$ cat config.mk
export PLATFORM = sky130hd
export DESIGN_NAME = out_arbiter_flat
export DESIGN_NICKNAME = d
export VERILOG_FILES = /design/src/rtl/np_pkg.sv /design/src/rtl/lane_read_if.sv /design/src/rtl/out_arbiter.sv /design/src/flat_wrapper.sv
export SDC_FILE = /design/constraint.sdc
export NUM_CORES = 1
export LEC_CHECK = 0
export ABC_AREA = 1
export BUFFER_PORTS_ARGS = -buffer_cell sky130_fd_sc_hd__buf_2
export CAP_MARGIN = 40
export CORE_UTILIZATION = 43
export CTS_CLUSTER_DIAMETER = 30
export CTS_CLUSTER_SIZE = 20
export DETAILED_ROUTE_END_ITERATION = 10
export HOLD_SLACK_MARGIN = 0.1
export PLACE_DENSITY = 0.83
export SKIP_CTS_REPAIR_TIMING = 1
export SLEW_MARGIN = 10
export SYNTH_ARGS = -nofsm -noshare
export SYNTH_HDL_FRONTEND = slang
export SYNTH_SLANG_ARGS = --single-unit
$ cat constraint.sdc
create_clock -name clk -period 3.2 [get_ports clk]
set_clock_uncertainty 0.05 [all_clocks]
set_input_delay 0.16 -clock clk [delete_from_list [all_inputs] [get_ports clk]]
set_output_delay 0.16 -clock clk [all_outputs]
set_load 0.01 [all_outputs]
$ cat src/rtl/np_pkg.sv
// ##############################
// np shared definitions
// word types, control codes, FSM state encodings
// ##############################
package np_pkg;

    localparam int DATA_W = 64;
    localparam int CTRL_W = 8;

    typedef logic [DATA_W-1:0] data_word_t;
    typedef logic [CTRL_W-1:0] ctrl_t;

    // header marker, zero is a body word, anything else ends the packet
    localparam ctrl_t CTRL_HDR  = 8'hFF;
    localparam ctrl_t CTRL_BODY = 8'h00;

    typedef enum logic [1:0] {
        WK_HEAD,
        WK_BODY,
        WK_TAIL
    } word_kind_t;

    typedef enum logic [1:0] {
        CL_IDLE,
        CL_REQ,
        CL_REL
    } cls_state_t;

    typedef enum logic [1:0] {
        AR_PICK,
        AR_REQ_WAIT,
        AR_ACK_HOLD,
        AR_RELEASE
    } arb_state_t;

    function automatic word_kind_t kind_of(input ctrl_t c);
        if (c == CTRL_HDR)
            return WK_HEAD;
        if (c == CTRL_BODY)
            return WK_BODY;
        return WK_TAIL;
    endfunction

endpackage

$ cat src/rtl/lane_read_if.sv
// ##############################
// lane read channel
// grant and packet words, buffers to arbiter
// ##############################
interface lane_read_if #(
    parameter int NUM_LANES = 4
);
    import np_pkg::*;

    localparam int LANE_W = $clog2(NUM_LANES);

    // one bit per lane with a complete packet stored
    logic [NUM_LANES-1:0] pkt_ready;

    logic                 grant_valid;
    logic [LANE_W-1:0]    grant_lane;

    // buffers request, arbiter acknowledges
    logic                 req;
    logic                 ack;
    data_word_t           data;
    ctrl_t                ctrl;
    word_kind_t           kind;

    modport buffer (
        output pkt_ready, req, data, ctrl, kind,
        input  grant_valid, grant_lane, ack
    );

    modport arb (
        input  pkt_ready, req, data, ctrl, kind,
        output grant_valid, grant_lane, ack
    );

endinterface

$ cat src/rtl/out_arbiter.sv
// ##############################
// output arbiter
// round robin over ready lanes, whole packets
// ##############################
module out_arbiter #(
    parameter int NUM_LANES = 4
) (
    input  logic               clk,
    input  logic               rst_n,
    lane_read_if.arb           rd,
    input  logic               out_rdy,
    output np_pkg::data_word_t out_data,
    output np_pkg::ctrl_t      out_ctrl,
    output logic               out_wr
);
    import np_pkg::*;

    localparam int LANE_W = $clog2(NUM_LANES);

    arb_state_t        state;
    logic              accept;
    logic              pend_q;
    logic              tail_q;
    logic              pick_found;
    logic [LANE_W-1:0] pick_lane;

    // search starts one past the lane granted last
    always_comb begin
        logic [LANE_W-1:0] cand;
        pick_found = 1'b0;
        pick_lane  = rd.grant_lane;
        for (int k = 1; k <= NUM_LANES; k++) begin
            cand = rd.grant_lane + LANE_W'(k);
            if (!pick_found && rd.pkt_ready[cand]) begin
                pick_found = 1'b1;
                pick_lane  = cand;
            end
        end
    end

    // take a word only when the output can take it
    assign accept = (state == AR_REQ_WAIT) && rd.req && out_rdy && !pend_q;

    assign rd.grant_valid = (state == AR_REQ_WAIT) || (state == AR_ACK_HOLD);
    assign rd.ack         = (state == AR_ACK_HOLD);
    assign out_wr         = pend_q && out_rdy;

    always_ff @(posedge clk) begin
        if (accept) begin
            out_data <= rd.data;
            out_ctrl <= rd.ctrl;
        end
    end

    always_ff @(posedge clk or negedge rst_n) begin
        if (!rst_n) begin
            state         <= AR_PICK;
            rd.grant_lane <= '1;
            pend_q        <= 1'b0;
            tail_q        <= 1'b0;
        end else begin
            if (accept)
                pend_q <= 1'b1;
            else if (out_rdy)
                pend_q <= 1'b0;
            case (state)
                AR_PICK: begin
                    if (pick_found) begin
                        rd.grant_lane <= pick_lane;
                        state         <= AR_REQ_WAIT;
                    end
                end
                AR_REQ_WAIT: begin
                    if (accept) begin
                        tail_q <= (rd.kind == WK_TAIL);
                        state  <= AR_ACK_HOLD;
                    end
                end
                AR_ACK_HOLD: begin
                    if (!rd.req)
                        state <= tail_q ? AR_RELEASE : AR_REQ_WAIT;
                end
                // one idle cycle lets the lane count settle
                AR_RELEASE: state <= AR_PICK;
                default:    state <= AR_PICK;
            endcase
        end
    end

    // single-cycle write pulses, never into a stalled output
    a_out_wr_pulse: assert property (
        @(posedge clk) disable iff (!rst_n)
        out_wr |-> out_rdy ##1 !out_wr
    );

endmodule
$ cat src/flat_wrapper.sv
// flat-port wrapper written by rule: the top's interface ports become plain ports
module out_arbiter_flat import np_pkg::*;
#(
    parameter int NUM_LANES = 4
)
  (clk, rst_n, out_rdy, out_data, out_ctrl, out_wr, rd_pkt_ready, rd_req, rd_data, rd_ctrl, rd_kind, rd_grant_valid, rd_grant_lane, rd_ack);
  lane_read_if #(.NUM_LANES(NUM_LANES)) rd_i ();
  input  logic clk;
  input  logic rst_n;
  input  logic out_rdy;
  output np_pkg::data_word_t out_data;
  output np_pkg::ctrl_t out_ctrl;
  output logic out_wr;
  input wire logic [$bits(rd_i.pkt_ready)-1:0] rd_pkt_ready;
  input wire logic [$bits(rd_i.req)-1:0] rd_req;
  input wire logic [$bits(rd_i.data)-1:0] rd_data;
  input wire logic [$bits(rd_i.ctrl)-1:0] rd_ctrl;
  input wire logic [$bits(rd_i.kind)-1:0] rd_kind;
  output wire logic [$bits(rd_i.grant_valid)-1:0] rd_grant_valid;
  output wire logic [$bits(rd_i.grant_lane)-1:0] rd_grant_lane;
  output wire logic [$bits(rd_i.ack)-1:0] rd_ack;
  assign rd_i.pkt_ready = rd_pkt_ready;
  assign rd_i.req = rd_req;
  assign rd_i.data = rd_data;
  assign rd_i.ctrl = rd_ctrl;
  assign rd_i.kind = rd_kind;
  assign rd_grant_valid = rd_i.grant_valid;
  assign rd_grant_lane = rd_i.grant_lane;
  assign rd_ack = rd_i.ack;
  out_arbiter #(.NUM_LANES(NUM_LANES)) u_core (.clk(clk), .rst_n(rst_n), .rd(rd_i), .out_rdy(out_rdy), .out_data(out_data), .out_ctrl(out_ctrl), .out_wr(out_wr));
endmodule
==> out/metrics.yaml <==
seq_area_um2: 2310
drtIter0Drc: 127
r2r_start: "u_core.state[1]"
r2r_cells: 8
clk_pin_slew_ns: 0.08
grt_pass1_vias: 1774
p_leak_uw: 0.00206
ir_drop_mv: 0.501
die_h_um: 82.6
synth_seq_area_share: 0.830
start_util: 0.458
die-area_um2: 6810
insertion_delay_ns: 0.34
cp.buffers_inverters: 4
drc: 0
slew_headroom: 0.752
synth_top_area_share: 0.775
firstDrtPassIters: 4
grt_use_total: 0.188
final.setup.tns_ns: 0
multiInputGateArea_um2: 400
drtAntennaViolNets: 0
n_antenna_cell: 0
cts_num_sinks: 78
path_class: "register to register"
gr-total-overflow: 0
core_area_um2: 6100
power.density_nw_per_um2: 623
grt_pass1_wl_um: 8840
fin_crit_sh: 0.687
yosysTopAreaCell: "edfxtp_1"
n_fill_cell: 389
post-route-min-period_ns: 2.20
r2r_setup_slack_ns: 1.00
syn-num-nets: 251
ys_seq_elements: 78
syn_to_final_growth_pct: 65.7
finalHoldViolCount: 0
worst_ep_required_time_ns: 3.43
cts_max_level: 3
worst_slew_pin_slew_ns: 0.371
critPathTopFamily: "buffers and inverters"
tritoncts: "yes"
vias: 2323
clockBufferDepth: 2
yosys_warnings: 0
viasPerCell: 4.74
avgSynthCellArea_um2: 16.9
place_congestion: 0.826
root_buffer: "clkbuf_8"
whs_ns: 0.134
num_io_pins: 159
cap_violations: 0
synth.cell_area_um2: 2790
place.port_buffers: 158
cp_slowest_cell: "dlygate4sd3_1"
hold_class: "input port to async pin"
slowest_delay_ns: 0.57
status: "completed"
cts-buffers-inserted: 9
path_max_fanout: 73
die_w_um: 82.6
nets: 496
r2r-end: "u_core.tail_q"
grt_max_degree: 74
dpl.hpwl_um: 5170
antenna_found_initial: 0
critPathCaptureType: "register"
wl_per_cell_um: 17.6
fmax_mhz: 455
synth.area.top_cells: "edfxtp_1 77%, nand2_1 4.8%, dfrtp_1 3.6%, dfstp_2 1.9%, ha_1 1.8%"
rsz0062_at_grt: "false"
cp-start-kind: "register"
setup_viol: 0
synth.distinct_cells: 20
arrival_ns: 2.42
num_rows: 28
drive_gt1_frac: 0.467
wl_um: 8640
synthCells: 165
cp_cell_sequence: "inv_1, ha_1, nand4_1, inv_2, buf_12, nand3b_1, dlygate4sd3_1, nand2_1"
drv_slew: 0
[layer usage]
| layer | global-route usage | wire length (um) | up-vias |
|---|---|---|---|
| met3 | 0.0484 | 599 | 16 |
| met2 | 0.337 | 4910 | 126 |
| met5 | 0 | 0 | - |
| met4 | 0.102 | 209 | 0 |
| li1 | - | - | 1070 |
| met1 | 0.202 | 2910 | 1111 |
[kinds of logic after synthesis]
| family | Yosys count | synth area share |
|---|---|---|
| flops | 78 | 0.830 |
| buf+inv | 16 | 0.0269 |
| fa+ha+maj | 4 | 0.0179 |
| simple gates | 64 | 0.119 |
| compound gates | 3 | 0.00673 |
[synth_stat cells]
| cell | number |
|---|---|
| buf_6 | 1 |
| nand3_1 | 10 |
| dfstp_2 | 2 |
| dfrtp_1 | 4 |
| ha_1 | 4 |
| nor2_1 | 2 |
| nand4_1 | 2 |
| inv_2 | 2 |
| inv_1 | 12 |
| nor2_8 | 1 |
| nand3b_1 | 1 |
| or2_2 | 1 |
| nand3_2 | 1 |
| nand2_1 | 36 |
| o21ai_0 | 2 |
| edfxtp_1 | 72 |
| a21oi_2 | 1 |
| nand2_2 | 6 |
| inv_8 | 1 |
| nand2_4 | 4 |
[per-stage QoR]
stage,area (um2),power [uW],utilization,setup slack (ns),instances
2_1_floorplan,2790,1900,-,0.496,165
3_3_place_gp,3680,2100,0.604,1.54,398
3_5_place_dp,3680,2130,0.604,1.47,398
4_1_cts,3860,2800,0.634,1.46,414
5_1_grt,4620,3030,0.759,0.834,490
6_report,4620,2880,0.759,1.00,490
[worst reg2reg max path, stage by stage, from the launching register on]
cell and delay (ns):
dfrtp_1 0.43, inv_1 0.11, ha_1 0.17, nand4_1 0.17
inv_2 0.11, buf_12 0.33, nand3b_1 0.12, dlygate4sd3_1 0.57
nand2_1 0.06
[registers in the layout (all words and copies together) (netlist names)]
register              flops
u_core.out_ctrl           8
u_core.out_data          64
u_core.pend_q             1
u_core.state              2
u_core.tail_q             1
u_core.rd.grant_lane      2
[worst max-delay path by stage]
stage	cells past startpoint	slack [ns]	from	to
2_1_floorplan	4	0.50	u_core.state[1]	u_core.out_ctrl[0]
3_3_place_gp	5	1.54	u_core.state[1]	u_core.out_data[28]
3_5_place_dp	5	1.47	u_core.state[1]	u_core.out_data[58]
4_1_cts	5	1.46	u_core.state[1]	u_core.out_ctrl[5]
5_1_grt	8	0.83	u_core.state[1]	u_core.tail_q
6_report	8	1.00	u_core.state[1]	u_core.tail_q
[where the power goes]
part	total, uW	switching (uW)	internal, uW
Sequential	1350	81.0	1270
Combinational	848	497	352
Clock	683	390	293
Total	2880	967	1910
[layout by cell type, fill, tap and decap left out]
master / Yosys / final
a21oi_2: 1 / 1
buf_12: 0 / 1
buf_2: 0 / 158
clkbuf_8: 0 / 9
clkinv_1: 0 / 1
clkinvlp_4: 0 / 2
dfrtp_1: 4 / 4
dfstp_2: 2 / 2
dlygate4sd3_1: 0 / 76
edfxtp_1: 72 / 72
ha_1: 4 / 4
inv_1: 12 / 11
inv_2: 2 / 3
inv_6: 0 / 3
inv_8: 1 / 2
nand2_1: 36 / 36
nand2_2: 6 / 6
nand2_4: 4 / 4
nand3_1: 10 / 10
nand3_2: 1 / 1
nand3b_1: 1 / 1
nand4_1: 2 / 2
nor2_1: 2 / 2
nor2_8: 1 / 1
o21ai_0: 2 / 2
or2_2: 1 / 1
[layout make-up]
| type | count | share of cell area |
|---|---|---|
| multi-input combinational | 71 | 0.0866 |
| clock inverter | 7 | 0.0122 |
| inverter | 15 | 0.0138 |
| clock buffer | 9 | 0.0268 |
| sequential | 78 | 0.501 |
| timing repair buffer | 235 | 0.340 |
| tap | 75 | 0.0203 |
Power figures use the tool's default switching activity.
