<file path="src/rtl/np_pkg.sv">
// ##############################
// np shared definitions
// word types, control codes, FSM state encodings
// ##############################
package np_pkg;

    localparam int DATA_W = 64;
    localparam int CTRL_W = 8;

    typedef logic [DATA_W-1:0] data_word_t;
    typedef logic [CTRL_W-1:0] ctrl_t;

    // header marker, zero is a body word, anything else ends the packet
    localparam ctrl_t CTRL_HDR  = 8'hFF;
    localparam ctrl_t CTRL_BODY = 8'h00;

    typedef enum logic [1:0] {
        WK_HEAD,
        WK_BODY,
        WK_TAIL
    } word_kind_t;

    typedef enum logic [1:0] {
        CL_IDLE,
        CL_REQ,
        CL_REL
    } cls_state_t;

    typedef enum logic [1:0] {
        AR_PICK,
        AR_REQ_WAIT,
        AR_ACK_HOLD,
        AR_RELEASE
    } arb_state_t;

    function automatic word_kind_t kind_of(input ctrl_t c);
        if (c == CTRL_HDR)
            return WK_HEAD;
        if (c == CTRL_BODY)
            return WK_BODY;
        return WK_TAIL;
    endfunction

endpackage

</file>
<file path="src/rtl/lane_write_if.sv">
// ##############################
// lane write channel
// classified words, classifier to lane buffers
// ##############################
interface lane_write_if #(
    parameter int NUM_LANES = 4
);
    import np_pkg::*;

    localparam int LANE_W = $clog2(NUM_LANES);

    // four-phase req/ack, fields stable while req is high
    logic              req;
    logic              ack;
    logic [LANE_W-1:0] lane;
    data_word_t        data;
    ctrl_t             ctrl;
    word_kind_t        kind;

    modport cls (
        output req, lane, data, ctrl, kind,
        input  ack
    );

    modport buffer (
        input  req, lane, data, ctrl, kind,
        output ack
    );

endinterface

</file>
<file path="src/rtl/flow_classifier.sv">
// ##############################
// flow classifier
// tags word kinds, folds header into a lane
// ##############################
module flow_classifier #(
    parameter int NUM_LANES = 4
) (
    input  logic               clk,
    input  logic               rst_n,
    input  np_pkg::data_word_t in_data,
    input  np_pkg::ctrl_t      in_ctrl,
    input  logic               in_wr,
    output logic               in_rdy,
    lane_write_if.cls          wr
);
    import np_pkg::*;

    localparam int LANE_W = $clog2(NUM_LANES);

    cls_state_t        state;
    logic              take;
    data_word_t        data_q;
    ctrl_t             ctrl_q;
    word_kind_t        kind_q;
    logic [LANE_W-1:0] lane_q;

    // xor of all lane-width slices, bit i lands in position i mod LANE_W
    function automatic logic [LANE_W-1:0] fold_lane(input data_word_t d);
        logic [LANE_W-1:0] f;
        f = '0;
        for (int i = 0; i < DATA_W; i++) begin
            f[i % LANE_W] = f[i % LANE_W] ^ d[i];
        end
        return f;
    endfunction

    assign in_rdy = (state == CL_IDLE);
    assign take   = in_wr && in_rdy;

    always_ff @(posedge clk) begin
        if (take) begin
            data_q <= in_data;
            ctrl_q <= in_ctrl;
            kind_q <= kind_of(in_ctrl);
            // body and tail words reuse the lane of their header
            if (kind_of(in_ctrl) == WK_HEAD) begin
                lane_q <= fold_lane(in_data);
            end
        end
    end

    always_ff @(posedge clk or negedge rst_n) begin
        if (!rst_n) begin
            state <= CL_IDLE;
        end else begin
            case (state)
                CL_IDLE: if (take) state <= CL_REQ;
                CL_REQ:  if (wr.ack) state <= CL_REL;
                // wait for ack low before taking the next word
                CL_REL:  if (!wr.ack) state <= CL_IDLE;
                default: state <= CL_IDLE;
            endcase
        end
    end

    assign wr.req  = (state == CL_REQ);
    assign wr.lane = lane_q;
    assign wr.data = data_q;
    assign wr.ctrl = ctrl_q;
    assign wr.kind = kind_q;

    // buffers must have released ack before a new request
    a_req_after_ack_low: assert property (
        @(posedge clk) disable iff (!rst_n)
        $rose(wr.req) |-> !wr.ack
    );

endmodule

</file>
<file path="src/flat_wrapper.sv">
// flat-port wrapper written by rule: the top's interface ports become plain ports
module flow_classifier_flat import np_pkg::*;
#(
    parameter int NUM_LANES = 4
)
  (clk, rst_n, in_data, in_ctrl, in_wr, in_rdy, wr_req, wr_lane, wr_data, wr_ctrl, wr_kind, wr_ack);
  lane_write_if #(.NUM_LANES(NUM_LANES)) wr_i ();
  input  logic clk;
  input  logic rst_n;
  input  np_pkg::data_word_t in_data;
  input  np_pkg::ctrl_t in_ctrl;
  input  logic in_wr;
  output logic in_rdy;
  output wire logic [$bits(wr_i.req)-1:0] wr_req;
  output wire logic [$bits(wr_i.lane)-1:0] wr_lane;
  output wire logic [$bits(wr_i.data)-1:0] wr_data;
  output wire logic [$bits(wr_i.ctrl)-1:0] wr_ctrl;
  output wire logic [$bits(wr_i.kind)-1:0] wr_kind;
  input wire logic [$bits(wr_i.ack)-1:0] wr_ack;
  assign wr_req = wr_i.req;
  assign wr_lane = wr_i.lane;
  assign wr_data = wr_i.data;
  assign wr_ctrl = wr_i.ctrl;
  assign wr_kind = wr_i.kind;
  assign wr_i.ack = wr_ack;
  flow_classifier #(.NUM_LANES(NUM_LANES)) u_core (.clk(clk), .rst_n(rst_n), .in_data(in_data), .in_ctrl(in_ctrl), .in_wr(in_wr), .in_rdy(in_rdy), .wr(wr_i));
endmodule
</file>
<file path="config.mk">
export PLATFORM = sky130hd
export DESIGN_NAME = flow_classifier_flat
export DESIGN_NICKNAME = d
export VERILOG_FILES = /design/src/rtl/np_pkg.sv /design/src/rtl/lane_write_if.sv /design/src/rtl/flow_classifier.sv /design/src/flat_wrapper.sv
export SDC_FILE = /design/constraint.sdc
export NUM_CORES = 1
export LEC_CHECK = 0
export ABC_AREA = 1
export BUFFER_PORTS_ARGS = -buffer_cell sky130_fd_sc_hd__buf_4
export CAP_MARGIN = 10
export CORE_MARGIN = 10
export CORE_UTILIZATION = 35
export DETAILED_ROUTE_END_ITERATION = 6
export GPL_TIMING_DRIVEN = 1
export PLACE_DENSITY_LB_ADDON = 0.3
export RECOVER_POWER = 50
export SLEW_MARGIN = 15
export SYNTH_ARGS = -nofsm -noshare
export SYNTH_HDL_FRONTEND = slang
export SYNTH_SLANG_ARGS = --single-unit
</file>
<file path="constraint.sdc">
create_clock -name clk -period 5.9 [get_ports clk]
set_input_delay 0.59 -clock clk [delete_from_list [all_inputs] [get_ports clk]]
set_output_delay 0.59 -clock clk [all_outputs]
set_load 0.02 [all_outputs]
</file>
==> results.md <==
Run status:
- The run finished with clean final reports.

Logic synthesis:
- Of the total synthesized cell area, the portion taken by AND, OR, NAND and NOR gates is 0.142.
- By area the synthesized netlist is led by sky130_fd_sc_hd__edfxtp_1 69%, sky130_fd_sc_hd__nand2_1 9.2%, sky130_fd_sc_hd__xnor2_1 5.5%.
- The area share of xor/xnor cells in the synthesized design is 0.0977.
- The multiplexer area fraction after synthesis is 0.
- The arithmetic-cell share of the synthesized area counting full adders, half adders and majority gates is 0.
- The synthesized netlist cell count is 278.
- The leading register cell type out of synthesis is sky130_fd_sc_hd__edfxtp_1.
- In this run, synthesis inferred 76 flip-flops with an integrated enable.
- The fraction of synthesis flops using an asynchronous set or reset pin is 0.0256.
- Synthesis produced a netlist with a net count of 354.
- The post-synthesis sequential element count is 78.
- The number of distinct library cells after synthesis is 16.
- The top cell type's share of synthesized area is 0.688.
- The average size of a mapped cell is 11.9 um^2.
- By area, the combinational part of the netlist is dominated by simple AND/OR/NAND/NOR gates.
- The post-synthesis cell type with the largest combined area is sky130_fd_sc_hd__edfxtp_1.
- The share of the Yosys chip area taken by registers is 0.703.
- The fraction of the mapped netlist area in compound gates is 0.00377.
- The number of synthesis warnings is 0.
- In this run the cell area of the synthesized design comes to 3320 um^2.

STA:
- The number of hold-slack violations in the final timing report is 0.
- Once routing completed, OpenROAD measured the worst setup slack at 3.44 ns.
- The worst slew slack as a fraction of its limit is 0.549.
- Adding up every negative setup slack in the final design gives 0 ns.
- For the pin with the worst max-slew slack, the measured transition is 0.676 ns.
- The post-route clock skew is 0.0125 ns.
- In the finished design, the share of the clock period the worst path needs comes to 0.418.
- Setup repair after global routing left no endpoint under its margin.
- The final number of setup-violating endpoints is 0.
- The clock period could shrink to 2.46 ns.
- The count of final max-slew check failures is 0.
- Derived from the worst setup path, the maximum achievable clock frequency is 406 MHz.

Layout:
- Leaving out fill and tap cells, the most frequent cell in the layout is sky130_fd_sc_hd__clkbuf_1.
- From synthesis to final layout, the design area changed by 36.1%.
- The utilization after layout is 0.488.
- The number of fill cells is 909.
- The count of antenna diodes in the layout is 0.
- At the end of the flow, the number of nets in the layout was 520.
- The library cells used most frequently in the layout, excluding fill and tap cells, are 104 x sky130_fd_sc_hd__clkbuf_1, 81 x sky130_fd_sc_hd__nand2_1, 76 x sky130_fd_sc_hd__edfxtp_1.
- The share of layout cells above drive strength 1 is 0.151.

Floorplanning:
- The floorplan row count is 35.
- Pin placement for this block handled 154 I/O pins.
- The x dimension of the die is 117 um.
- The vertical extent of the die is 117 um.
- The core region is 9240 um^2.
- The floorplan step defined a die boundary enclosing 13,800 um^2.
- The initial utilization of the core area, before any placement, comes to 0.359.

Clock network:
- TritonCTS built the clock tree.
- The clock root buffer is sky130_fd_sc_hd__clkbuf_8.
- The number of buffers created by CTS is 9.
- The H-tree level count is 3.
- The clock-pin transition on the worst setup and hold timing paths is 0.09 ns.
- The largest buffer count on any clock path is 2.
- The number of clock sinks seen by CTS is 78.
- The clock latency of the later-clocked register in the worst-skew pair is 0.34 ns.

Detailed routing:
- The remaining number of nets flagged by the antenna check after routing is 0.
- The length of the first detailed-routing pass in iterations is 4.
- For this block, the initial DRC count from the detailed router was 59.
- The count of unresolved DRC violations after routing is 0.
- The routed layout has 2,433 vias.
- After detailed routing, the number of vias per cell comes to 4.21.
- The routed wirelength normalized by instance count is 14.1 um.
- The final layout contains routed wiring with a total length of 8140 um.

Worst setup path:
- By startpoint and endpoint, the worst setup path is classified as flop to flop.
- Along the worst path, the maximum fanout reaches 52.
- Data on the critical path is required at its endpoint by 5.94 ns.
- The sort of element at the end of the critical path is a flop.
- The worst setup path is launched from a flop.
- STA puts the critical path data arrival time at 2.50 ns.

Global route:
- The first global-routing pass estimated 13,000 um of wire.
- For this run, the total global-route usage over all layers was measured as 0.117.
- The number of antenna violations at the first check in global routing came to 2.
- The number of global-route vias before repair was 2,615.
- The residual overflow from global routing is 0.
- The maximum number of pins on one net before global-route repair is 53.

Power and ir drop:
- The leakage power total is 1.89 nW.
- The maximum ir drop on the vdd rail is 0.000160 V.
- The total power density per cell area is 370 nW/um^2.

Place:
- The detailed-placement wirelength estimate is 6530 um.
- Prior to clock tree synthesis, the placed netlist has a worst setup slack of 3.30 ns.
- The final weighted congestion in routability-driven placement is 0.701.
- The number of buffers added on ports is 153.

Worst hold path:
- The type of the most critical hold path is input pin to flop.

Run:
- The max-capacitance violation count is 0.
-- path summary, 6_finish.rpt --
kind	from	end	slack, ns	cells past startpoint
setup / recovery	u_core.state[1]	u_core.wr.lane[1]	3.44	6
hold / removal	wr_ack	u_core.state[0]	0.45	2
setup reg to reg	u_core.state[1]	u_core.wr.lane[1]	3.44	6
hold reg to reg	u_core.state[0]	u_core.state[1]	0.48	1
max in group asynchronous	rst_n	u_core.state[0]	5.18	2
min in group asynchronous	rst_n	u_core.state[1]	0.58	2
-- cell type report --
class / instances / area (um^2) / area share
clock buffer: 11 / 141 / 0.0313
clock inverter: 5 / 106 / 0.0236
inverter: 47 / 176 / 0.0391
multi-input combinational: 153 / 816 / 0.181
sequential: 78 / 2330 / 0.517
tap: 129 / 161 / 0.0358
timing repair buffer: 155 / 779 / 0.173
-- synthesized netlist by cell type (2+ instances only) --
cell and count:
sky130_fd_sc_hd__dfrtp_1 2, sky130_fd_sc_hd__edfxtp_1 76, sky130_fd_sc_hd__inv_1 47, sky130_fd_sc_hd__nand2_1 81
sky130_fd_sc_hd__nand3_1 12, sky130_fd_sc_hd__nand3b_1 4, sky130_fd_sc_hd__nor2_1 11, sky130_fd_sc_hd__nor4_1 2
sky130_fd_sc_hd__xnor2_1 21, sky130_fd_sc_hd__xor2_1 16
-- registers in the layout (all words and copies together) (netlist names) --
register,count
u_core.state,2
u_core.wr.ctrl,8
u_core.wr.data,64
u_core.wr.kind,2
u_core.wr.lane,2
-- routing by layer --
layer / share of wire / GRT usage
met1: 0.40 / 0.116
met2: 0.49 / 0.204
met3: 0.097 / 0.0657
met4: 0.0095 / 0.0329
met5: 0.0026 / 0
-- kinds of logic (layout without fill, tap and decap cells) --
logic type,after synthesis,in the layout
AND/OR/NAND/NOR,114,114
flip-flops,78,78
AO/OA/AOI/OAI,2,2
XOR/XNOR,37,37
buffers and inverters,47,218
-- power breakdown --
part | internal, mW | total (mW) | switching, mW
Combinational | 0.135 | 0.427 | 0.292
Clock | 0.294 | 0.487 | 0.193
Sequential | 0.732 | 0.758 | 0.0258
-- critical path, cell delays in order (launching register included) --
cell,delay [ns]
sky130_fd_sc_hd__dfrtp_1,0.41
sky130_fd_sc_hd__nor2_1,0.13
sky130_fd_sc_hd__inv_1,0.10
sky130_fd_sc_hd__nor2_4,0.50
sky130_fd_sc_hd__buf_4,0.67
sky130_fd_sc_hd__inv_1,0.13
sky130_fd_sc_hd__nor2_1,0.19
-- through the flow --
stage	cell area (um^2)	cells	power, mW	hold slack, ns
floorplan	3320	278	1.04	0.294
global placement	4640	561	1.25	0.373
detailed placement	4640	561	1.26	0.376
CTS	4900	578	1.75	0.408
global route	4510	578	1.77	0.424
finish	4510	578	1.67	0.445
-- repair_timing --
action                    CTS  global route
hold buffers                1             0
buffers inserted            0             0
resized for setup           0             0
hold endpoints to repair    1             0
Note: power is estimated with default switching activity, not from simulation.
