**config.mk**
```make
export PLATFORM = sky130hd
export DESIGN_NAME = lane_buffers_flat
export DESIGN_NICKNAME = d
export VERILOG_FILES = /design/src/rtl/np_pkg.sv /design/src/rtl/lane_read_if.sv /design/src/rtl/lane_write_if.sv /design/src/rtl/lane_buffers.sv /design/src/flat_wrapper.sv
export SDC_FILE = /design/constraint.sdc
export NUM_CORES = 2
export LEC_CHECK = 0
export BUFFER_PORTS_ARGS = -buffer_cell sky130_fd_sc_hd__buf_2
export CELL_PAD_IN_SITES_DETAIL_PLACEMENT = 0
export CELL_PAD_IN_SITES_GLOBAL_PLACEMENT = 1
export CORE_UTILIZATION = 60
export CTS_BUF_LIST = sky130_fd_sc_hd__clkbuf_16
export DETAILED_ROUTE_END_ITERATION = 10
export GPL_TIMING_DRIVEN = 0
export PLACE_DENSITY_LB_ADDON = 0.15
export SETUP_SLACK_MARGIN = 0.02
export SYNTH_ARGS = -nofsm -noshare
export SYNTH_HDL_FRONTEND = slang
export SYNTH_MEMORY_MAX_BITS = 65536
export SYNTH_SLANG_ARGS = --single-unit
```
**constraint.sdc**
```tcl
create_clock -name clk -period 12.36 [get_ports clk]
set_clock_uncertainty 0.05 [all_clocks]
set_input_delay 0.618 -clock clk [delete_from_list [all_inputs] [get_ports clk]]
set_output_delay 0.618 -clock clk [all_outputs]
set_load 0.05 [all_outputs]
```
**src/rtl/np_pkg.sv**
```systemverilog
// ##############################
// np shared definitions
// word types, control codes, FSM state encodings
// ##############################
package np_pkg;

    localparam int DATA_W = 64;
    localparam int CTRL_W = 8;

    typedef logic [DATA_W-1:0] data_word_t;
    typedef logic [CTRL_W-1:0] ctrl_t;

    // header marker, zero is a body word, anything else ends the packet
    localparam ctrl_t CTRL_HDR  = 8'hFF;
    localparam ctrl_t CTRL_BODY = 8'h00;

    typedef enum logic [1:0] {
        WK_HEAD,
        WK_BODY,
        WK_TAIL
    } word_kind_t;

    typedef enum logic [1:0] {
        CL_IDLE,
        CL_REQ,
        CL_REL
    } cls_state_t;

    typedef enum logic [1:0] {
        AR_PICK,
        AR_REQ_WAIT,
        AR_ACK_HOLD,
        AR_RELEASE
    } arb_state_t;

    function automatic word_kind_t kind_of(input ctrl_t c);
        if (c == CTRL_HDR)
            return WK_HEAD;
        if (c == CTRL_BODY)
            return WK_BODY;
        return WK_TAIL;
    endfunction

endpackage

```
**src/rtl/lane_read_if.sv**
```systemverilog
// ##############################
// lane read channel
// grant and packet words, buffers to arbiter
// ##############################
interface lane_read_if #(
    parameter int NUM_LANES = 4
);
    import np_pkg::*;

    localparam int LANE_W = $clog2(NUM_LANES);

    // one bit per lane with a complete packet stored
    logic [NUM_LANES-1:0] pkt_ready;

    logic                 grant_valid;
    logic [LANE_W-1:0]    grant_lane;

    // buffers request, arbiter acknowledges
    logic                 req;
    logic                 ack;
    data_word_t           data;
    ctrl_t                ctrl;
    word_kind_t           kind;

    modport buffer (
        output pkt_ready, req, data, ctrl, kind,
        input  grant_valid, grant_lane, ack
    );

    modport arb (
        input  pkt_ready, req, data, ctrl, kind,
        output grant_valid, grant_lane, ack
    );

endinterface

```
**src/rtl/lane_write_if.sv**
```systemverilog
// ##############################
// lane write channel
// classified words, classifier to lane buffers
// ##############################
interface lane_write_if #(
    parameter int NUM_LANES = 4
);
    import np_pkg::*;

    localparam int LANE_W = $clog2(NUM_LANES);

    // four-phase req/ack, fields stable while req is high
    logic              req;
    logic              ack;
    logic [LANE_W-1:0] lane;
    data_word_t        data;
    ctrl_t             ctrl;
    word_kind_t        kind;

    modport cls (
        output req, lane, data, ctrl, kind,
        input  ack
    );

    modport buffer (
        input  req, lane, data, ctrl, kind,
        output ack
    );

endinterface

```
**src/rtl/lane_buffers.sv**
```systemverilog
// ##############################
// lane buffers
// per-lane packet FIFOs with packet counts
// ##############################
module lane_buffers #(
    parameter int NUM_LANES  = 4,
    parameter int FIFO_DEPTH = 16
) (
    input  logic         clk,
    input  logic         rst_n,
    lane_write_if.buffer wr,
    lane_read_if.buffer  rd
);
    import np_pkg::*;

    localparam int LANE_W = $clog2(NUM_LANES);
    localparam int PTR_W  = $clog2(FIFO_DEPTH);
    localparam int CNT_W  = PTR_W + 1;

    data_word_t mem_data [NUM_LANES][FIFO_DEPTH];
    ctrl_t      mem_ctrl [NUM_LANES][FIFO_DEPTH];
    word_kind_t mem_kind [NUM_LANES][FIFO_DEPTH];

    logic [PTR_W-1:0] wr_ptr  [NUM_LANES];
    logic [PTR_W-1:0] rd_ptr  [NUM_LANES];
    logic [CNT_W-1:0] fill    [NUM_LANES];
    logic [CNT_W-1:0] pkt_cnt [NUM_LANES];

    logic                 push;
    logic                 pop;
    logic                 grant_q;
    logic                 grant_fall;
    logic [NUM_LANES-1:0] lane_push;
    logic [NUM_LANES-1:0] lane_pop;
    logic [NUM_LANES-1:0] pkt_inc;
    logic [NUM_LANES-1:0] pkt_dec;

    function automatic logic [PTR_W-1:0] next_ptr(input logic [PTR_W-1:0] p);
        if (p == PTR_W'(FIFO_DEPTH - 1))
            return '0;
        return p + 1'b1;
    endfunction

    // store only when the target lane has room
    assign push = wr.req && !wr.ack && (fill[wr.lane] != CNT_W'(FIFO_DEPTH));
    // pop on the first cycle ack is seen
    assign pop        = rd.req && rd.ack;
    // end of a granted packet
    assign grant_fall = grant_q && !rd.grant_valid;

    always_comb begin
        for (int l = 0; l < NUM_LANES; l++) begin
            lane_push[l]    = push && (wr.lane == LANE_W'(l));
            lane_pop[l]     = pop && (rd.grant_lane == LANE_W'(l));
            pkt_inc[l]      = lane_push[l] && (wr.kind == WK_TAIL);
            pkt_dec[l]      = grant_fall && (rd.grant_lane == LANE_W'(l));
            rd.pkt_ready[l] = (pkt_cnt[l] != '0);
        end
    end

    always_ff @(posedge clk) begin
        if (push) begin
            mem_data[wr.lane][wr_ptr[wr.lane]] <= wr.data;
            mem_ctrl[wr.lane][wr_ptr[wr.lane]] <= wr.ctrl;
            mem_kind[wr.lane][wr_ptr[wr.lane]] <= wr.kind;
        end
    end

    // head word of the granted lane
    assign rd.data = mem_data[rd.grant_lane][rd_ptr[rd.grant_lane]];
    assign rd.ctrl = mem_ctrl[rd.grant_lane][rd_ptr[rd.grant_lane]];
    assign rd.kind = mem_kind[rd.grant_lane][rd_ptr[rd.grant_lane]];

    always_ff @(posedge clk or negedge rst_n) begin
        if (!rst_n) begin
            wr.ack  <= 1'b0;
            rd.req  <= 1'b0;
            grant_q <= 1'b0;
            for (int l = 0; l < NUM_LANES; l++) begin
                wr_ptr[l]  <= '0;
                rd_ptr[l]  <= '0;
                fill[l]    <= '0;
                pkt_cnt[l] <= '0;
            end
        end else begin
            grant_q <= rd.grant_valid;
            if (push)
                wr.ack <= 1'b1;
            else if (!wr.req)
                wr.ack <= 1'b0;
            // next word once the previous handshake has closed
            if (pop)
                rd.req <= 1'b0;
            else if (rd.grant_valid && !rd.req && !rd.ack)
                rd.req <= 1'b1;
            for (int l = 0; l < NUM_LANES; l++) begin
                if (lane_push[l])
                    wr_ptr[l] <= next_ptr(wr_ptr[l]);
                if (lane_pop[l])
                    rd_ptr[l] <= next_ptr(rd_ptr[l]);
                if (lane_push[l] && !lane_pop[l])
                    fill[l] <= fill[l] + 1'b1;
                else if (!lane_push[l] && lane_pop[l])
                    fill[l] <= fill[l] - 1'b1;
                if (pkt_inc[l] && !pkt_dec[l])
                    pkt_cnt[l] <= pkt_cnt[l] + 1'b1;
                else if (!pkt_inc[l] && pkt_dec[l])
                    pkt_cnt[l] <= pkt_cnt[l] - 1'b1;
            end
        end
    end

    // arbiter only grants lanes holding a whole packet
    a_grant_not_empty: assert property (
        @(posedge clk) disable iff (!rst_n)
        $rose(rd.grant_valid) |-> (pkt_cnt[rd.grant_lane] != '0)
    );

    for (genvar g = 0; g < NUM_LANES; g++) begin : g_ovf
        a_no_overflow: assert property (
            @(posedge clk) disable iff (!rst_n)
            fill[g] <= CNT_W'(FIFO_DEPTH)
        );
    end

endmodule

```
**src/flat_wrapper.sv**
```systemverilog
// flat-port wrapper written by rule: the top's interface ports become plain ports
module lane_buffers_flat import np_pkg::*;
#(
    parameter int NUM_LANES  = 4,
    parameter int FIFO_DEPTH = 16
)
  (clk, rst_n, wr_req, wr_lane, wr_data, wr_ctrl, wr_kind, wr_ack, rd_pkt_ready, rd_req, rd_data, rd_ctrl, rd_kind, rd_grant_valid, rd_grant_lane, rd_ack);
  lane_write_if #(.NUM_LANES(NUM_LANES)) wr_i ();
  lane_read_if #(.NUM_LANES(NUM_LANES)) rd_i ();
  input  logic clk;
  input  logic rst_n;
  input wire logic [$bits(wr_i.req)-1:0] wr_req;
  input wire logic [$bits(wr_i.lane)-1:0] wr_lane;
  input wire logic [$bits(wr_i.data)-1:0] wr_data;
  input wire logic [$bits(wr_i.ctrl)-1:0] wr_ctrl;
  input wire logic [$bits(wr_i.kind)-1:0] wr_kind;
  output wire logic [$bits(wr_i.ack)-1:0] wr_ack;
  output wire logic [$bits(rd_i.pkt_ready)-1:0] rd_pkt_ready;
  output wire logic [$bits(rd_i.req)-1:0] rd_req;
  output wire logic [$bits(rd_i.data)-1:0] rd_data;
  output wire logic [$bits(rd_i.ctrl)-1:0] rd_ctrl;
  output wire logic [$bits(rd_i.kind)-1:0] rd_kind;
  input wire logic [$bits(rd_i.grant_valid)-1:0] rd_grant_valid;
  input wire logic [$bits(rd_i.grant_lane)-1:0] rd_grant_lane;
  input wire logic [$bits(rd_i.ack)-1:0] rd_ack;
  assign wr_i.req = wr_req;
  assign wr_i.lane = wr_lane;
  assign wr_i.data = wr_data;
  assign wr_i.ctrl = wr_ctrl;
  assign wr_i.kind = wr_kind;
  assign wr_ack = wr_i.ack;
  assign rd_pkt_ready = rd_i.pkt_ready;
  assign rd_req = rd_i.req;
  assign rd_data = rd_i.data;
  assign rd_ctrl = rd_i.ctrl;
  assign rd_kind = rd_i.kind;
  assign rd_i.grant_valid = rd_grant_valid;
  assign rd_i.grant_lane = rd_grant_lane;
  assign rd_i.ack = rd_ack;
  lane_buffers #(.NUM_LANES(NUM_LANES), .FIFO_DEPTH(FIFO_DEPTH)) u_core (.clk(clk), .rst_n(rst_n), .wr(wr_i), .rd(rd_i));
endmodule
```
==> out/results.txt <==
# H-tree levels = 5
Post-synth EDFFs = 4736
Root Buffer = clkbuf_16
Static leakage = 68.5 nW
Failing checks = DRC, capacitance limit, slew limit
Die area = 313000 um2
Final number of setup-violating endpoints = 0
Critical Path End = rd_data[47]
Unique cell type count in the Yosys netlist = 47
Synthesized area per cell = 22.8 um2
Top cells by count, synth = edfxtp_1 (4736), mux4_2 (1192), mux2i_1 (601)
Die Span Y = 559 um
Drt drc = 52
Clock Sink Count = 4811
CP endpoint kind = primary output
R2r setup slk = 8.23 ns
Yosys warnings = 0
Register area share after synthesis = 0.773
RR Startpoint = u_core.fill[4]
Crit path depth = 8
Overflow after GRT = 0
Status = finished, violations left
Worst slew pin tran = 1.56 ns
Dpl cell area = 197000 um2
Chip Width = 559 um
Crit start category = flip-flop
Top Ports = 163
Top FF cell, synth = edfxtp_1
Total number of vias = 90.3k
Worst-skew pair later-pin latency = 0.96 ns
Initial antenna violation count = 24
Num CTS Buffers = 473
RSZ-0062 raised after global routing = false
Required time worst endpoint = 11.69 ns
Minimum clock period = 6.43 ns
First-pass GRT wire length = 660000 um
Crit path max-delay family = buffers and inverters
Top cells by area, synth = edfxtp_1 (76%), mux4_2 (14%), mux2i_1 (3.2%)
Netlist Area Pre-Place = 186000 um2
TNS Setup = 0 ns
Finished Cell Area = 213000 um2
MaxCap Viol Count = 1
Total wire length = 463000 um
Final Non-Filler Cells = 13.6k
Final Total Pwr = 0.0385 W
CP startpoint = u_core.rd_ptr[9]
Post-CTS sizing = 0
CP Data Arrival Time = 5.76 ns
Number of placement rows = 204
Leading area contributor after synthesis = edfxtp_1
Antenna-violating nets left = 0
Port bufs = 160
HPWL after DPL = 317000 um
Syn Nets = 8326
Vias in the first global route = 92.4k
Hold Path Class = in -> reg
Clock Path Buffers = 4
Worst-path clk slew = 0.06 ns
Drt first pass iters = 11
WP buf/inv = 5
CP Max Fanout = 12
Hold Vio Cnt, Final = 0
Worst reg-to-reg path cell count = 7
Max-slew violation count = 15
Starting Density = 0.603
VDD IR max = 198 uV
Final period util = 0.520
Syn Inst Count = 8195
Avg WL per Cell = 34.0 um
Core ar. = 309000 um2
Synth Register Bits = 4811
GRT Util Overall = 0.298
Slew HR = -0.0372
Largest net degree at the start of global routing = 69
Setup Buffers After CTS = 0
Async S/R FF share, synth = 0.0156
Avg Vias per Cell = 6.64
Most numerous cell in the Yosys netlist = edfxtp_1
Placed insts = 12.7k
Ratio of cells with drive above 1 in the final layout = 0.279
Post-layout net count = 9172
Slowest cell on the critical path = buf_2
Initial drt markers = 11.0k
Crit-path cells = mux4_2, buf_4, buf_4, buf_2, clkbuf_1, a21oi_1, a32oi_1, buf_2
Area Growth Syn to Fin = 14.2%
GPL Wtd Cong = 0.793
CTS tree = built
Critical R2R Capture = u_core.mem_data[3][543]
Crit path kind = reg -> out
Fmax = 155 MHz
Yosys top cell area share = 0.763
Pwr dens = 181 nW/um2
Max stage delay on crit path = 1.04 ns
==> stage by stage <==
stage	hold slack (ns)	util	setup slack [ns]
after global placement	0.403	0.623	1.72
after detailed placement	0.406	0.638	6.37
after global routing	0.129	0.689	5.83
after CTS	0.0644	0.689	5.84
final	0.135	0.689	5.93
after floorplan	0.272	-	6.77
==> logic make-up (layout without fill, tap and decap cells) <==
kind of cell,after synthesis,in the layout,share of synthesized area
and+or+nand+nor,554,554,0.0123
other,0,49,0
buffers and inverters,465,1710,0.0125
DFF,4811,4811,0.773
AOI/OAI and AO/OA,381,381,0.0148
xor gates and xnor gates,48,48,0.00225
adders and majority gates,48,48,0.00354
muxes,1888,1888,0.182
==> worst register-to-register path, cell delays in order, from the launching register on <==
cell and delay (ns):
dfrtp_1 0.41, mux4_2 0.47, o221a_2 0.20, a211oi_1 0.65
nand2_1 0.53, nor2_4 0.95, buf_12 0.32, buf_16 0.23
==> area by class of cell <==
class / instances / area (um2)
Antenna cell: 49 / 123
Buffer: 446 / 2270
Clock buffer: 476 / 11900
Clock inverter: 398 / 3670
Fill cell: 18600 / 96100
Inverter: 19 / 71.3
Multi-Input combinational cell: 2919 / 40500
Sequential cell: 4811 / 144000
Tap cell: 4120 / 5150
Timing Repair Buffer: 371 / 5220
==> placed cells by master (no fill, tap or decap), drive strengths merged, types with 14 or more instances in the layout <==
cell      count
buf         676
a21oi        98
clkinvlp     14
clkbuf      612
a22oi        73
bufinv       59
o21ai        26
o2111ai      73
nor2        161
a32oi        73
nand3        78
diode        49
mux4       1192
mux2i       601
edfxtp     4736
nand2       279
ha           40
xnor2        32
a21o         18
mux2         95
dfrtp        75
clkinv      224
inv         120
xor2         16
==> power by group <==
group / total, W / internal (W) / switching [W]
sequential: 0.0184 / 0.0182 / 0.000162
clock: 0.0144 / 0.00823 / 0.00613
combinational: 0.00578 / 0.00184 / 0.00393
==> routing by layer <==
metal	GRT usage	routed length, um
met5	0	41
met4	0.115	17500
met3	0.0579	40600
met2	0.478	227000
met1	0.411	178000
==> state kept, by name (all words and copies together), names as in the netlist <==
signal and count:
u_core.grant_q 1, u_core.pkt_cnt 20, u_core.fill 20, u_core.mem_kind 128, u_core.mem_ctrl 512, u_core.rd.req 1
u_core.wr_ptr 16, u_core.rd_ptr 16, u_core.wr.ack 1, u_core.mem_data 4096
==> timing repair <==
| action | CTS | global route |
|---|---|---|
| endpoints found under the setup margin | 0 | 0 |
| hold endpoints to repair | 78 | 0 |
| hold buffers | 5 | 0 |
==> worst min path at each step <==
stage                          from                end  slack, ns  cells past startpoint
floorplan                     rst_n     u_core.fill[0]       0.27                      0
global placement    u_core.fill[14]    u_core.fill[14]       0.40                      1
detailed placement            rst_n  u_core.pkt_cnt[0]       0.41                      1
CTS                      wr_lane[0]   u_core.wr_ptr[2]       0.06                      4
global route             wr_lane[0]   u_core.wr_ptr[2]       0.13                      4
finish                   wr_lane[0]   u_core.wr_ptr[2]       0.13                      4
Note: power is estimated with default switching activity, not from simulation.
